--- src/verilog/rv_consts.svh ---
`ifndef RV_CONSTS_SVH
`define RV_CONSTS_SVH

// Datapath widths
`define XLEN        32
`define REG_ADDR_W  5

// ADDI x0, x0, 0
`define NOP_INSTR   32'h0000_0013
`define RESET_PC    32'h0000_0000

// Major opcodes
`define OPC_LUI     7'b0110111
`define OPC_OP_IMM  7'b0010011
`define OPC_OP      7'b0110011
`define OPC_LOAD    7'b0000011
`define OPC_STORE   7'b0100011
`define OPC_BRANCH  7'b1100011
`define OPC_JAL     7'b1101111

// funct3 and funct7 values
`define F3_ADD_SUB  3'b000
`define F3_SLT      3'b010
`define F3_XOR      3'b100
`define F3_OR       3'b110
`define F3_AND      3'b111
`define F3_WORD     3'b010
`define F3_BEQ      3'b000
`define F3_BNE      3'b001
`define F7_BASE     7'b0000000
`define F7_SUB      7'b0100000

`endif

--- src/verilog/rv_pkg.sv ---
`include "rv_consts.svh"

package rv_pkg;

    typedef logic [`XLEN-1:0]       word_t;
    typedef logic [`XLEN-1:0]       addr_t;
    typedef logic [`REG_ADDR_W-1:0] reg_idx_t;
    typedef logic [31:0]            instr_t;

    // Decoded operation, OP_NOP covers bubbles and anything unrecognized
    typedef enum logic [3:0] {
        OP_NOP,
        OP_LUI,
        OP_ADDI,
        OP_ADD,
        OP_SUB,
        OP_AND,
        OP_OR,
        OP_XOR,
        OP_SLT,
        OP_LW,
        OP_SW,
        OP_BEQ,
        OP_BNE,
        OP_JAL
    } op_t;

    // Operand source in execute
    typedef enum logic [1:0] {
        FWD_NONE,
        FWD_MEM,
        FWD_WB
    } fwd_sel_t;

endpackage

--- src/verilog/id_ex_if.sv ---
`timescale 1ns/1ps
`include "rv_consts.svh"

interface id_ex_if;

    rv_pkg::op_t      op;
    rv_pkg::addr_t    pc;
    rv_pkg::reg_idx_t rs1;
    rv_pkg::reg_idx_t rs2;
    rv_pkg::reg_idx_t rd;
    logic             rs1_used;
    logic             rs2_used;
    logic             rd_valid;
    rv_pkg::word_t    imm;
    rv_pkg::word_t    rs1_value;
    rv_pkg::word_t    rs2_value;

    modport source (
        output op, pc, rs1, rs2, rd, rs1_used, rs2_used, rd_valid, imm, rs1_value, rs2_value
    );

    modport sink (
        input op, pc, rs1, rs2, rd, rs1_used, rs2_used, rd_valid, imm, rs1_value, rs2_value
    );

endinterface

--- src/verilog/ex_mem_if.sv ---
`timescale 1ns/1ps
`include "rv_consts.svh"

interface ex_mem_if;

    rv_pkg::op_t      op;
    rv_pkg::reg_idx_t rd;
    logic             rd_valid;
    // ALU result, link address, or memory address
    rv_pkg::word_t    result;
    rv_pkg::word_t    store_data;

    modport source (
        output op, rd, rd_valid, result, store_data
    );

    modport sink (
        input op, rd, rd_valid, result, store_data
    );

endinterface

--- src/verilog/fetch_stage.sv ---
`timescale 1ns/1ps
`include "rv_consts.svh"

module fetch_stage (
    input  logic           clk,
    input  logic           rst,
    input  logic           load_stall,
    input  logic           redirect,
    input  rv_pkg::addr_t  redirect_pc,
    input  rv_pkg::instr_t instr_in,
    output rv_pkg::addr_t  pc,
    output rv_pkg::addr_t  if_pc,
    output rv_pkg::instr_t if_instr
);

    always_ff @(posedge clk) begin
        if (rst) begin
            pc <= `RESET_PC;
        end else if (redirect) begin
            pc <= redirect_pc;
        end else if (!load_stall) begin
            pc <= pc + `XLEN'd4;
        end
    end

    // IF/ID register, bubble on reset or redirect, hold on stall
    always_ff @(posedge clk) begin
        if (rst || redirect) begin
            if_pc    <= '0;
            if_instr <= `NOP_INSTR;
        end else if (!load_stall) begin
            if_pc    <= pc;
            if_instr <= instr_in;
        end
    end

endmodule

--- src/verilog/register_file.sv ---
`timescale 1ns/1ps

module register_file (
    input  logic             clk,
    input  rv_pkg::reg_idx_t rs1_addr,
    input  rv_pkg::reg_idx_t rs2_addr,
    output rv_pkg::word_t    rs1_value,
    output rv_pkg::word_t    rs2_value,
    input  logic             wr_en,
    input  rv_pkg::reg_idx_t wr_addr,
    input  rv_pkg::word_t    wr_value
);

    // x0 has no storage
    rv_pkg::word_t regs [1:31];

    always_ff @(posedge clk) begin
        if (wr_en && wr_addr != '0) begin
            regs[wr_addr] <= wr_value;
        end
    end

    // Write-through so decode sees the value retiring this cycle
    function automatic rv_pkg::word_t read_port(input rv_pkg::reg_idx_t addr);
        if (addr == '0) begin
            return '0;
        end
        if (wr_en && wr_addr == addr) begin
            return wr_value;
        end
        return regs[addr];
    endfunction

    assign rs1_value = read_port(rs1_addr);
    assign rs2_value = read_port(rs2_addr);

endmodule

--- src/verilog/decode_stage.sv ---
`timescale 1ns/1ps
`include "rv_consts.svh"

module decode_stage (
    input  logic             clk,
    input  logic             rst,
    input  logic             redirect,
    input  rv_pkg::addr_t    if_pc,
    input  rv_pkg::instr_t   if_instr,
    input  logic             wb_en,
    input  rv_pkg::reg_idx_t wb_rd,
    input  rv_pkg::word_t    wb_value,
    output logic             load_stall,
    id_ex_if.source          id_ex
);

    logic [6:0]       opcode;
    logic [2:0]       funct3;
    logic [6:0]       funct7;
    rv_pkg::reg_idx_t rs1;
    rv_pkg::reg_idx_t rs2;
    rv_pkg::reg_idx_t rd;
    rv_pkg::op_t      op;
    rv_pkg::word_t    imm;
    logic             rs1_used;
    logic             rs2_used;
    logic             rd_valid;
    rv_pkg::word_t    rs1_value;
    rv_pkg::word_t    rs2_value;
    rv_pkg::reg_idx_t ex_rd;
    logic             ex_rd_valid;
    logic             ex_is_load;

    assign opcode = if_instr[6:0];
    assign rd     = if_instr[11:7];
    assign funct3 = if_instr[14:12];
    assign rs1    = if_instr[19:15];
    assign rs2    = if_instr[24:20];
    assign funct7 = if_instr[31:25];

    always_comb begin
        op       = rv_pkg::OP_NOP;
        imm      = '0;
        rs1_used = 1'b0;
        rs2_used = 1'b0;
        rd_valid = 1'b0;
        case (opcode)
            `OPC_LUI: begin
                op       = rv_pkg::OP_LUI;
                imm      = {if_instr[31:12], 12'b0};
                rd_valid = 1'b1;
            end
            `OPC_OP_IMM: begin
                if (funct3 == `F3_ADD_SUB) begin
                    op       = rv_pkg::OP_ADDI;
                    imm      = {{20{if_instr[31]}}, if_instr[31:20]};
                    rs1_used = 1'b1;
                    rd_valid = 1'b1;
                end
            end
            `OPC_OP: begin
                case ({funct7, funct3})
                    {`F7_BASE, `F3_ADD_SUB}: op = rv_pkg::OP_ADD;
                    {`F7_SUB, `F3_ADD_SUB}:  op = rv_pkg::OP_SUB;
                    {`F7_BASE, `F3_AND}:     op = rv_pkg::OP_AND;
                    {`F7_BASE, `F3_OR}:      op = rv_pkg::OP_OR;
                    {`F7_BASE, `F3_XOR}:     op = rv_pkg::OP_XOR;
                    {`F7_BASE, `F3_SLT}:     op = rv_pkg::OP_SLT;
                    default:                 op = rv_pkg::OP_NOP;
                endcase
                rs1_used = (op != rv_pkg::OP_NOP);
                rs2_used = (op != rv_pkg::OP_NOP);
                rd_valid = (op != rv_pkg::OP_NOP);
            end
            `OPC_LOAD: begin
                if (funct3 == `F3_WORD) begin
                    op       = rv_pkg::OP_LW;
                    imm      = {{20{if_instr[31]}}, if_instr[31:20]};
                    rs1_used = 1'b1;
                    rd_valid = 1'b1;
                end
            end
            `OPC_STORE: begin
                if (funct3 == `F3_WORD) begin
                    op       = rv_pkg::OP_SW;
                    imm      = {{20{if_instr[31]}}, if_instr[31:25], if_instr[11:7]};
                    rs1_used = 1'b1;
                    rs2_used = 1'b1;
                end
            end
            `OPC_BRANCH: begin
                if (funct3 == `F3_BEQ || funct3 == `F3_BNE) begin
                    op       = (funct3 == `F3_BEQ) ? rv_pkg::OP_BEQ : rv_pkg::OP_BNE;
                    imm      = {{19{if_instr[31]}}, if_instr[31], if_instr[7],
                                if_instr[30:25], if_instr[11:8], 1'b0};
                    rs1_used = 1'b1;
                    rs2_used = 1'b1;
                end
            end
            `OPC_JAL: begin
                op       = rv_pkg::OP_JAL;
                imm      = {{11{if_instr[31]}}, if_instr[31], if_instr[19:12],
                            if_instr[20], if_instr[30:21], 1'b0};
                rd_valid = 1'b1;
            end
            default: begin
                op = rv_pkg::OP_NOP;
            end
        endcase
    end

    register_file u_register_file (
        .clk       (clk),
        .rs1_addr  (rs1),
        .rs2_addr  (rs2),
        .rs1_value (rs1_value),
        .rs2_value (rs2_value),
        .wr_en     (wb_en),
        .wr_addr   (wb_rd),
        .wr_value  (wb_value)
    );

    // Load-use check against the instruction now in execute
    assign ex_rd       = id_ex.rd;
    assign ex_rd_valid = id_ex.rd_valid;
    assign ex_is_load  = (id_ex.op == rv_pkg::OP_LW);

    assign load_stall = ex_is_load && ex_rd_valid && ex_rd != '0 &&
                        ((rs1_used && rs1 == ex_rd) || (rs2_used && rs2 == ex_rd));

    // Control fields of ID/EX, bubble on flush or stall
    always_ff @(posedge clk) begin
        if (rst || redirect || load_stall) begin
            id_ex.op       <= rv_pkg::OP_NOP;
            id_ex.rs1_used <= 1'b0;
            id_ex.rs2_used <= 1'b0;
            id_ex.rd_valid <= 1'b0;
        end else begin
            id_ex.op       <= op;
            id_ex.rs1_used <= rs1_used;
            id_ex.rs2_used <= rs2_used;
            id_ex.rd_valid <= rd_valid;
        end
    end

    always_ff @(posedge clk) begin
        id_ex.pc        <= if_pc;
        id_ex.rs1       <= rs1;
        id_ex.rs2       <= rs2;
        id_ex.rd        <= rd;
        id_ex.imm       <= imm;
        id_ex.rs1_value <= rs1_value;
        id_ex.rs2_value <= rs2_value;
    end

    // A stall holds IF/ID for one cycle only
    assert property (@(posedge clk) disable iff (rst)
        load_stall |=> ($stable(if_pc) && $stable(if_instr) && !load_stall))
        else $error("IF/ID not held for exactly one stall cycle");

endmodule

--- src/verilog/execute_stage.sv ---
`timescale 1ns/1ps
`include "rv_consts.svh"

module execute_stage (
    input  logic             clk,
    input  logic             rst,
    id_ex_if.sink            id_ex,
    input  logic             wb_en,
    input  rv_pkg::reg_idx_t wb_rd,
    input  rv_pkg::word_t    wb_value,
    output logic             redirect,
    output rv_pkg::addr_t    redirect_pc,
    ex_mem_if.source         ex_mem
);

    logic             mem_fwd_ok;
    rv_pkg::fwd_sel_t fwd_a;
    rv_pkg::fwd_sel_t fwd_b;
    rv_pkg::word_t    src_a;
    rv_pkg::word_t    src_b;
    rv_pkg::word_t    alu_result;
    logic             operands_equal;

    // A load in EX/MEM only has its address, never forward it
    assign mem_fwd_ok = ex_mem.rd_valid && ex_mem.rd != '0 && ex_mem.op != rv_pkg::OP_LW;

    function automatic rv_pkg::fwd_sel_t pick_source(input rv_pkg::reg_idx_t src,
                                                     input logic used);
        if (!used || src == '0) begin
            return rv_pkg::FWD_NONE;
        end
        // Youngest producer wins
        if (mem_fwd_ok && ex_mem.rd == src) begin
            return rv_pkg::FWD_MEM;
        end
        if (wb_en && wb_rd == src) begin
            return rv_pkg::FWD_WB;
        end
        return rv_pkg::FWD_NONE;
    endfunction

    function automatic rv_pkg::word_t select_operand(input rv_pkg::fwd_sel_t sel,
                                                     input rv_pkg::word_t reg_value);
        case (sel)
            rv_pkg::FWD_MEM: return ex_mem.result;
            rv_pkg::FWD_WB:  return wb_value;
            default:         return reg_value;
        endcase
    endfunction

    assign fwd_a = pick_source(id_ex.rs1, id_ex.rs1_used);
    assign fwd_b = pick_source(id_ex.rs2, id_ex.rs2_used);
    assign src_a = select_operand(fwd_a, id_ex.rs1_value);
    assign src_b = select_operand(fwd_b, id_ex.rs2_value);

    always_comb begin
        case (id_ex.op)
            rv_pkg::OP_LUI:  alu_result = id_ex.imm;
            rv_pkg::OP_ADDI,
            rv_pkg::OP_LW,
            rv_pkg::OP_SW:   alu_result = src_a + id_ex.imm;
            rv_pkg::OP_ADD:  alu_result = src_a + src_b;
            rv_pkg::OP_SUB:  alu_result = src_a - src_b;
            rv_pkg::OP_AND:  alu_result = src_a & src_b;
            rv_pkg::OP_OR:   alu_result = src_a | src_b;
            rv_pkg::OP_XOR:  alu_result = src_a ^ src_b;
            rv_pkg::OP_SLT:  alu_result = {{(`XLEN-1){1'b0}}, $signed(src_a) < $signed(src_b)};
            // Link address
            rv_pkg::OP_JAL:  alu_result = id_ex.pc + `XLEN'd4;
            default:         alu_result = '0;
        endcase
    end

    // Branch resolution
    assign operands_equal = (src_a == src_b);
    assign redirect = (id_ex.op == rv_pkg::OP_JAL) ||
                      (id_ex.op == rv_pkg::OP_BEQ && operands_equal) ||
                      (id_ex.op == rv_pkg::OP_BNE && !operands_equal);
    assign redirect_pc = id_ex.pc + id_ex.imm;

    always_ff @(posedge clk) begin
        if (rst) begin
            ex_mem.op       <= rv_pkg::OP_NOP;
            ex_mem.rd_valid <= 1'b0;
        end else begin
            ex_mem.op       <= id_ex.op;
            ex_mem.rd_valid <= id_ex.rd_valid;
        end
    end

    always_ff @(posedge clk) begin
        ex_mem.rd         <= id_ex.rd;
        ex_mem.result     <= alu_result;
        ex_mem.store_data <= src_b;
    end

    // The instruction behind a taken branch or jump never reaches execute
    assert property (@(posedge clk) disable iff (rst)
        redirect |=> id_ex.op == rv_pkg::OP_NOP)
        else $error("instruction behind a redirect not squashed");

endmodule

--- src/verilog/memory_stage.sv ---
`timescale 1ns/1ps
`include "rv_consts.svh"

module memory_stage (
    input  logic             clk,
    input  logic             rst,
    ex_mem_if.sink           ex_mem,
    input  rv_pkg::word_t    read_data_in,
    output logic             mem_wr_en,
    output logic             mem_rd_en,
    output rv_pkg::addr_t    read_addr,
    output rv_pkg::addr_t    write_addr,
    output rv_pkg::word_t    wr_data,
    output logic             wb_en,
    output rv_pkg::reg_idx_t wb_rd,
    output rv_pkg::word_t    wb_value
);

    rv_pkg::op_t      mem_wb_op;
    rv_pkg::reg_idx_t mem_wb_rd;
    logic             mem_wb_rd_valid;
    rv_pkg::word_t    mem_wb_result;

    // Data port, straight from EX/MEM
    assign mem_wr_en  = (ex_mem.op == rv_pkg::OP_SW);
    assign mem_rd_en  = (ex_mem.op == rv_pkg::OP_LW);
    assign read_addr  = ex_mem.result;
    assign write_addr = ex_mem.result;
    assign wr_data    = ex_mem.store_data;

    always_ff @(posedge clk) begin
        if (rst) begin
            mem_wb_op       <= rv_pkg::OP_NOP;
            mem_wb_rd_valid <= 1'b0;
        end else begin
            mem_wb_op       <= ex_mem.op;
            mem_wb_rd_valid <= ex_mem.rd_valid;
        end
    end

    always_ff @(posedge clk) begin
        mem_wb_rd     <= ex_mem.rd;
        mem_wb_result <= ex_mem.result;
    end

    // Load data arrives one cycle after the read strobe
    assign wb_value = (mem_wb_op == rv_pkg::OP_LW) ? read_data_in : mem_wb_result;
    assign wb_rd    = mem_wb_rd;
    assign wb_en    = mem_wb_rd_valid && mem_wb_rd != '0;

    // Stores never name a destination register
    assert property (@(posedge clk) disable iff (rst) mem_wr_en |-> !ex_mem.rd_valid)
        else $error("store carries a destination register");

endmodule

--- src/verilog/riscv_cpu.sv ---
`timescale 1ns/1ps

module riscv_cpu (
    input  logic        clk,
    input  logic        rst,
    input  logic [31:0] instr_in,
    input  logic [31:0] read_data_in,
    output logic [31:0] pc_out,
    output logic [31:0] wr_data_out,
    output logic        mem_wr_en,
    output logic        mem_rd_en,
    output logic [31:0] read_addr,
    output logic [31:0] write_addr
);

    logic        redirect;
    logic [31:0] redirect_pc;
    logic        load_stall;
    logic [31:0] if_pc;
    logic [31:0] if_instr;
    logic        wb_en;
    logic [4:0]  wb_rd;
    logic [31:0] wb_value;

    id_ex_if  id_ex ();
    ex_mem_if ex_mem ();

    fetch_stage u_fetch (
        .clk         (clk),
        .rst         (rst),
        .load_stall  (load_stall),
        .redirect    (redirect),
        .redirect_pc (redirect_pc),
        .instr_in    (instr_in),
        .pc          (pc_out),
        .if_pc       (if_pc),
        .if_instr    (if_instr)
    );

    decode_stage u_decode (
        .clk        (clk),
        .rst        (rst),
        .redirect   (redirect),
        .if_pc      (if_pc),
        .if_instr   (if_instr),
        .wb_en      (wb_en),
        .wb_rd      (wb_rd),
        .wb_value   (wb_value),
        .load_stall (load_stall),
        .id_ex      (id_ex.source)
    );

    execute_stage u_execute (
        .clk         (clk),
        .rst         (rst),
        .id_ex       (id_ex.sink),
        .wb_en       (wb_en),
        .wb_rd       (wb_rd),
        .wb_value    (wb_value),
        .redirect    (redirect),
        .redirect_pc (redirect_pc),
        .ex_mem      (ex_mem.source)
    );

    memory_stage u_memory (
        .clk          (clk),
        .rst          (rst),
        .ex_mem       (ex_mem.sink),
        .read_data_in (read_data_in),
        .mem_wr_en    (mem_wr_en),
        .mem_rd_en    (mem_rd_en),
        .read_addr    (read_addr),
        .write_addr   (write_addr),
        .wr_data      (wr_data_out),
        .wb_en        (wb_en),
        .wb_rd        (wb_rd),
        .wb_value     (wb_value)
    );

endmodule

--- config.mk ---
export PLATFORM = sky130hd
export DESIGN_NAME = riscv_cpu
export DESIGN_NICKNAME = d
export VERILOG_FILES = /design/src/verilog/rv_pkg.sv /design/src/verilog/id_ex_if.sv /design/src/verilog/ex_mem_if.sv /design/src/verilog/fetch_stage.sv /design/src/verilog/register_file.sv /design/src/verilog/decode_stage.sv /design/src/verilog/execute_stage.sv /design/src/verilog/memory_stage.sv /design/src/verilog/riscv_cpu.sv
export VERILOG_INCLUDE_DIRS = /design/src /design/src/verilog
export SDC_FILE = /design/constraint.sdc
export NUM_CORES = 2
export LEC_CHECK = 0
export ABC_CLOCK_PERIOD_IN_PS = 7350
export BUFFER_PORTS_ARGS = -buffer_cell sky130_fd_sc_hd__buf_2
export CORE_MARGIN = 1
export CORE_UTILIZATION = 60
export CTS_BUF_LIST = sky130_fd_sc_hd__clkbuf_4
export DETAILED_ROUTE_END_ITERATION = 7
export PLACE_DENSITY = 0.74
export SETUP_SLACK_MARGIN = 0.5
export SLEW_MARGIN = 10
export SYNTH_ARGS = -nofsm -noshare
export SYNTH_HDL_FRONTEND = slang
export SYNTH_SLANG_ARGS = --single-unit
--- constraint.sdc ---
create_clock -name clk -period 7.35 [get_ports clk]
set_input_delay 0 -clock clk [delete_from_list [all_inputs] [get_ports clk]]
set_output_delay 0 -clock clk [all_outputs]
set_load 0.02 [all_outputs]
Word level (Yosys, flattened, before mapping):

Memory sizes are Yosys's and may differ from the RTL's. A register that Yosys moved wholly into a read port is not among the register bits.
Index checks and enable logic that the tools add are counted.

* bits in registers: 362
* bits in latches: 0
* bits in writable memories: 992
* bits in read-only memories: 0
* input port bits: 66
* output and inout bits: 130
* word-level logic and storage cells: 189
* memories: 1

* add/sub/neg operators: 6
* $mul: 0
* div/mod/pow operators: 0
* $lt $le $gt $ge: 1
* equality and inequality tests: 45
* shift-type cells: 0
* multiplexer cells: 69
* bitwise operators: 3
* reductions and logical operators: 41

Memory list
* u_decode.u_register_file.regs: depth 31, width 32, read ports 2, clocked after memory_dff 2, write ports 1, RTL line register_file.sv:15 `rv_pkg::word_t regs [1:31];`

Operators with widths (number)
* 32-bit two-way mux: 15
* 32-bit case mux with 9 select lines: 1
* 32-bit case mux with 6 select lines: 1
* 32-bit case mux with 2 select lines: 2
* 32-bit adder: 3
* 32-bit by 3-bit adder with 32-bit output, second input constant: 2
* 5-bit == test: 8
* 4-bit == test, second input constant: 9
* 32-bit bitwise AND: 1
* 32-bit == test: 1
* 32-bit less-than comparator: 1
* 32-bit bitwise OR: 1
* 32-bit subtractor: 1
* 32-bit bitwise XOR: 1
* 10-bit by 3-bit == test with 1-bit output, second input constant: 3
* 4-bit case mux with 7 select lines: 1
* 2-bit two-way mux: 13
* 4-bit case mux with 6 select lines: 1
* 1-bit two-way mux: 23
* 7-bit by 6-bit == test with 1-bit output, second input constant: 3
* 5-bit zero test: 4
* 5-bit two-way mux: 4
* 1-bit logical AND: 17
* 4-bit by 3-bit == test with 1-bit output, second input constant: 4
* other kinds (25): 45

Logic depth before layout (Yosys ltp):

* word-level depth: 19
* mapped depth: 25
* depth with buffers taken out: 23

Cells and area by module:

A second synthesis with hierarchy kept.

* cell total of the unflattened synthesis: 5399
* area, all modules: 69401.6 sq um

By module, submodules not included
* register_file: instances 1, cells each 2856, area each 47311.6 sq um, seq. area each 29788.6 sq um
* execute_stage: instances 1, cells each 1622, area each 11791.3 sq um, seq. area each 1481.4 sq um
* fetch_stage: instances 1, cells each 450, area each 4149.0 sq um, seq. area each 1921.8 sq um
* decode_stage: instances 1, cells each 287, area each 3971.3 sq um, seq. area each 3002.9 sq um
* memory_stage: instances 1, cells each 184, area each 2178.3 sq um, seq. area each 840.8 sq um

Worst setup path before layout:

Ideal clock, no wire load.

* path kind: register to register
* start: reg u_execute.ex_mem.op[3]
* end: reg u_execute.ex_mem.result[31]
* setup time: 122 ps
* arrival time: 5403 ps
* data required time: 7228 ps
* setup slack: 1826 ps
* stages on the path, launching flop included: 22
* buffers on the path: 2
* clock period less this slack: 5524 ps
* cell sequence: dfxtp_1 > nor4bb_1 > nor2b_1 > o21ai_0 > nor4_1 > nor4_1 > ha_1 > clkbuf_1 > buf_1 > nor2_1 > a21oi_1 > o21ai_0 > ha_1 > a21o_1 > a21o_1 > a31oi_1 > o31a_1 > o311ai_0 > a21oi_1 > o21ai_0 > xnor2_1 > a221o_1

* longest elaborated chain between the ends: 12
* elaborated cells between the ends (all ways): 31
* classes of those cells: add/sub (3); eq/ne (5); mux (17); bitwise (3); reduce/logical (3)

Ends and longest elaborated chain
* start, declared: RTL line ex_mem_if.sv:14 `output op, rd, rd_valid, result, store_data`
* 4-bit inequality test *: RTL line execute_stage.sv:25 `assign mem_fwd_ok = ex_mem.rd_valid && ex_mem.rd != '0 && ex_mem.op != rv_pkg::OP_LW;`
* 1-bit logical AND *: RTL line execute_stage.sv:25
* 1-bit logical AND: RTL line execute_stage.sv:33 `if (mem_fwd_ok && ex_mem.rd == src) begin`
* 2-bit two-way mux: RTL line execute_stage.sv:33
* 2-bit two-way mux: RTL line execute_stage.sv:36 `if (wb_en && wb_rd == src) begin`
* 2-bit two-way mux: RTL line execute_stage.sv:39 `return rv_pkg::FWD_NONE;`
* 2-bit two-way mux: RTL line execute_stage.sv:36
* 2-bit two-way mux: RTL line execute_stage.sv:33
* 2-bit == test or 2-bit by 1-bit == test with 1-bit output (tied branches): RTL line execute_stage.sv:44 `case (sel)`
* 32-bit case mux with 2 select lines: RTL line execute_stage.sv:44
* 32-bit subtractor (tied with other cells): RTL line execute_stage.sv:63 `rv_pkg::OP_SUB: alu_result = src_a - src_b;`
* 32-bit case mux with 9 select lines *: RTL line execute_stage.sv:57 `case (id_ex.op)`
* net u_execute.alu_result[31]: RTL line execute_stage.sv:21 `rv_pkg::word_t alu_result;`
* end signal, assigned: RTL line execute_stage.sv:93 `ex_mem.result <= alu_result;`
* end, declared: RTL line ex_mem_if.sv:14

Mark *: on every way through the listed nets, which the timed path passes. The rest lies on a longest branch. The select of a mux whose other input is x is not followed.
A chain may end at the register's enable or synchronous reset.

Worst setup path in the final report:

* start: reg u_execute.ex_mem.op[3]
* end: reg u_fetch.if_instr[29]

* longest elaborated chain between the ends: 15
* elaborated cells between the ends (all ways): 31
* classes of those cells: eq/ne (6); mux (16); reduce/logical (9)

Ends and longest elaborated chain
* 4-bit inequality test *: RTL line execute_stage.sv:25
* 1-bit logical AND *: RTL line execute_stage.sv:25
* 1-bit logical AND: RTL line execute_stage.sv:33
* 2-bit two-way mux: RTL line execute_stage.sv:33
* 2-bit two-way mux: RTL line execute_stage.sv:36
* 2-bit two-way mux: RTL line execute_stage.sv:39
* 2-bit two-way mux: RTL line execute_stage.sv:36
* 2-bit two-way mux: RTL line execute_stage.sv:33
* 2-bit == test or 2-bit by 1-bit == test with 1-bit output (tied branches): RTL line execute_stage.sv:44
* 32-bit case mux with 2 select lines: RTL line execute_stage.sv:44
* 32-bit == test *: RTL line execute_stage.sv:75 `assign operands_equal = (src_a == src_b);`
* 1-bit logical AND or 1-bit zero test (tied branches): RTL line execute_stage.sv:77, execute_stage.sv:78
* 1-bit logical OR or 1-bit logical AND (tied branches): RTL line execute_stage.sv:76, execute_stage.sv:78
* 1-bit logical OR *: RTL line execute_stage.sv:77 `(id_ex.op == rv_pkg::OP_BEQ && operands_equal) ||`
* 1-bit logical OR *: RTL line fetch_stage.sv:28 `if (rst || redirect) begin`
* end signal, assigned: RTL line fetch_stage.sv:30 `` if_instr <= `NOP_INSTR; ``
* end signal, assigned: RTL line fetch_stage.sv:33 `if_instr <= instr_in;`
* end, declared: RTL line fetch_stage.sv:13 `output rv_pkg::instr_t if_instr`

Every way passes the cells marked *; elsewhere a longest branch is shown, timed or not. The select of a mux whose other input is x is not followed.

==> impl_metrics.ini <==
[die]
initial_core_util_pct = 60.5
die-area_um2 = 113000
fp.dieW_um = 336
rows = 122
core_um2 = 111000
pin_count = 196
die_h_um = 336

[synthesis]
syn_area_um2 = 67000
synthXorXnorAreaFrac_pct = 1.82
synth_nets = 4987
yosys.area_share.adder_pct = 3.17
synth_compound_area_share_pct = 9.18
ys_types = 80
syn_area_per_cell_um2 = 14.1
synth_warnings = 0
synth_simple_gate_area_share_pct = 6.22
syn_inst = 4753
synth-edff-count = 992
synth.mux.area_fraction_pct = 21.1
ys_seq_area_share_pct = 55.6
yosys_most_used_dff = edfxtp_1
async_flop_share_pct = 0
ys_ff_latch = 1364
synth_top_family_by_area = multiplexers

[routing]
viasPerCell = 6.89
wl_per_cell_um = 31.4
vias = 47746
finalWirelength_mm = 218
initialDrtViolationCount = 6428
drc = 0
postRouteAntennaNets = 0
drt_pass1_iterations = 6

[worst_setup_path]
timing.rr.end = u_fetch.if_instr[29]
crit_arrival_ps = 7760
regToRegStartpoint = u_execute.ex_mem.op[3]
reg2reg_setup_slack_ps = 720
cp.required_ps = 8480
crit_start = u_execute.ex_mem.op[3]
startpoint_type = flop
end_kind = flop
cp_max_fo = 31
criticalPathCategory = flop to flop
r2r_cells = 19

[clock_tree]
clk_pin_slew_ps = 70
clockRootBuffer = clkbuf_4
cts_tree = done
clk_latency_ps = 1260
numClockSinks = 1364
clockBufferDepth = 4
htreeDepth = 5
cts_buffers = 364

[power_and_ir_drop]
leakage_nw = 28.4
ir_drop_uv = 177
powerDensity_nw_per_um2 = 218

[timing]
finalCriticalPeriod_ps = 6630
fmax_mhz = 151
hold_viol = 0
fin_skew_ps = 149
finalWorstSetupSlack_ps = 716
finalCritPeriodShare_pct = 90.3
slew_violations = 0
worst_pin_slew_ps = 1240
setup_violations = 0
rsz0062_at_grt = no
tns_ps = 0
slew_headroom_pct = 17.1

[global_routing]
grt_util_met3_pct = 9.27
gr-usage-all-layers_pct = 38.7
grt_max_degree = 140
use_met2_pct = 58.7
busiest_layer = met2
overflow = 0
gr-usage-met1_pct = 50.4
grt_pass1_vias = 46541
antenna_found_initial = 12
grt_pass1_wl_mm = 312

[hold_path]
worst_hold_path.endpoint = u_fetch.if_instr[14]
min_path_type = primary input to flop
hold_depth = 5
hold_start = instr_in[14]

[placement]
routabilityCongestion = 1.03
dp_hpwl_mm = 134
placed_cell_area_um2 = 69700
dp.cells = 6200
portBuffers = 195
dpl_worst_slack_ps = 408

[outcome]
outcome = completed

[job]
cap_violations = 0

[layout]
drive_gt1_share_pct = 27.7
multiInputGateArea_um2 = 28200
largest_reg_flops = 992
nets = 5419
seq_area_um2 = 37300
synthToLayoutAreaGrowth_pct = 12.2
n_fill_cell = 7722
layout_commonest_cell = edfxtp_1
stdcell_count = 6929
final_cell_mix = edfxtp_1, mux4_2, clkbuf_4
top_register = u_decode.u_register_file.regs
design_area_um2 = 75200
## kinds of logic after synthesis
kind of cell	after synthesis
XOR/XNOR	139
multiplexers	724
AO/OA/AOI/OAI	955
AND/OR/NAND/NOR	927
adder cells (fa/ha/maj)	168
buffers and inverters	476
flip-flops	1364
## report_power, final
group | internal, mW | switching (mW)
Sequential | 8.26 | 0.162
Combinational | 0.618 | 0.927
Clock | 3.32 | 3.14
## worst max path at each step
stage,endpoint,slack [ps],cells after the start
after global routing,u_fetch.if_instr[28],470,19
after detailed placement,u_decode.id_ex.op[2],410,21
after CTS,u_decode.id_ex.op[2],520,19
final,u_fetch.if_instr[29],720,19
after global placement,u_decode.id_ex.op[0],610,21
after floorplan,u_execute.ex_mem.result[31],1830,21
## layout make-up
cell class | count | share of cell area [%]
Clock inverter | 104 | 0.685
Sequential cell | 1364 | 49.6
Clock buffer | 510 | 5.09
Multi-Input combinational cell | 2913 | 37.5
Inverter | 124 | 0.619
Timing Repair Buffer | 418 | 4.08
Antenna cell | 8 | 0.0266
Tap cell | 1488 | 2.48
## layer usage
layer  part of all wire [%]  vias to the layer above
li1                       -                    19853
met1                     35                    23659
met2                     46                     3522
met3                     12                      708
met4                    6.6                        4
met5                 0.0096                        -
## repair_timing
item	4_1_cts	5_1_grt
hold buffers	106	0
gates resized for setup	1	12
endpoints found under the hold margin	1210	0
buffers inserted	0	1
pin swaps	0	1
gates cloned	0	0
setup endpoints to repair	11	47
## stage by stage
stage / power [mW] / util, % / hold WS (ps)
finish: 16.4 / 68.0 / 144
detailed placement: 10.0 / 63.0 / 210
global route: 17.0 / 68.0 / 108
CTS: 16.5 / 67.9 / 4.89
floorplan: 9.54 / - / 104
global placement: 10.0 / 63.0 / 213
## critical path, stage by stage (launching register included)
cell and delay, ps:
dfxtp_1 320, nor4bb_1 170, nor2b_1 100, o21ai_0 110
nor4_1 490, nor2b_1 460, ha_1 250, buf_4 420
a22oi_1 160, o21ai_0 530, ha_1 450, nor4_1 320
nand4_1 260, or4_4 670, a41o_1 310, a31oi_4 400
nand2b_2 100, buf_4 240, a21oi_1 150, dlygate4sd3_1 580
## synthesized netlist by cell type, types with 10 or more instances
| cell | n | share of area (%) |
|---|---|---|
| a211oi_1 | 162 | 1.8 |
| a21o_1 | 48 | 0.54 |
| a21oi_1 | 295 | 2.2 |
| a221o_1 | 10 | 0.15 |
| a221oi_1 | 39 | 0.51 |
| a22oi_1 | 71 | 0.80 |
| a31oi_1 | 20 | 0.19 |
| and3_1 | 15 | 0.14 |
| buf_1 | 75 | 0.42 |
| buf_2 | 23 | 0.17 |
| buf_4 | 33 | 0.37 |
| clkbuf_1 | 217 | 1.2 |
| dfxtp_1 | 372 | 11 |
| edfxtp_1 | 992 | 44 |
| ha_1 | 165 | 3.1 |
| inv_1 | 124 | 0.69 |
| mux2_2 | 33 | 0.55 |
| mux2i_1 | 142 | 2.1 |
| mux4_2 | 549 | 18 |
| nand2_1 | 296 | 1.7 |
| nand2b_1 | 15 | 0.14 |
| nand3_1 | 70 | 0.52 |
| nand3b_1 | 11 | 0.12 |
| nand4_1 | 17 | 0.16 |
| nor2_1 | 338 | 1.9 |
| nor2b_1 | 40 | 0.37 |
| nor3_1 | 52 | 0.39 |
| nor4_1 | 18 | 0.17 |
| o211ai_1 | 13 | 0.15 |
| o21ai_0 | 178 | 1.3 |
| o21bai_1 | 11 | 0.12 |
| o221ai_1 | 18 | 0.24 |
| or3_1 | 10 | 0.093 |
| or4_1 | 11 | 0.12 |
| xnor2_1 | 72 | 0.94 |
| xor2_1 | 67 | 0.88 |
(Power assumes the default switching activity.)
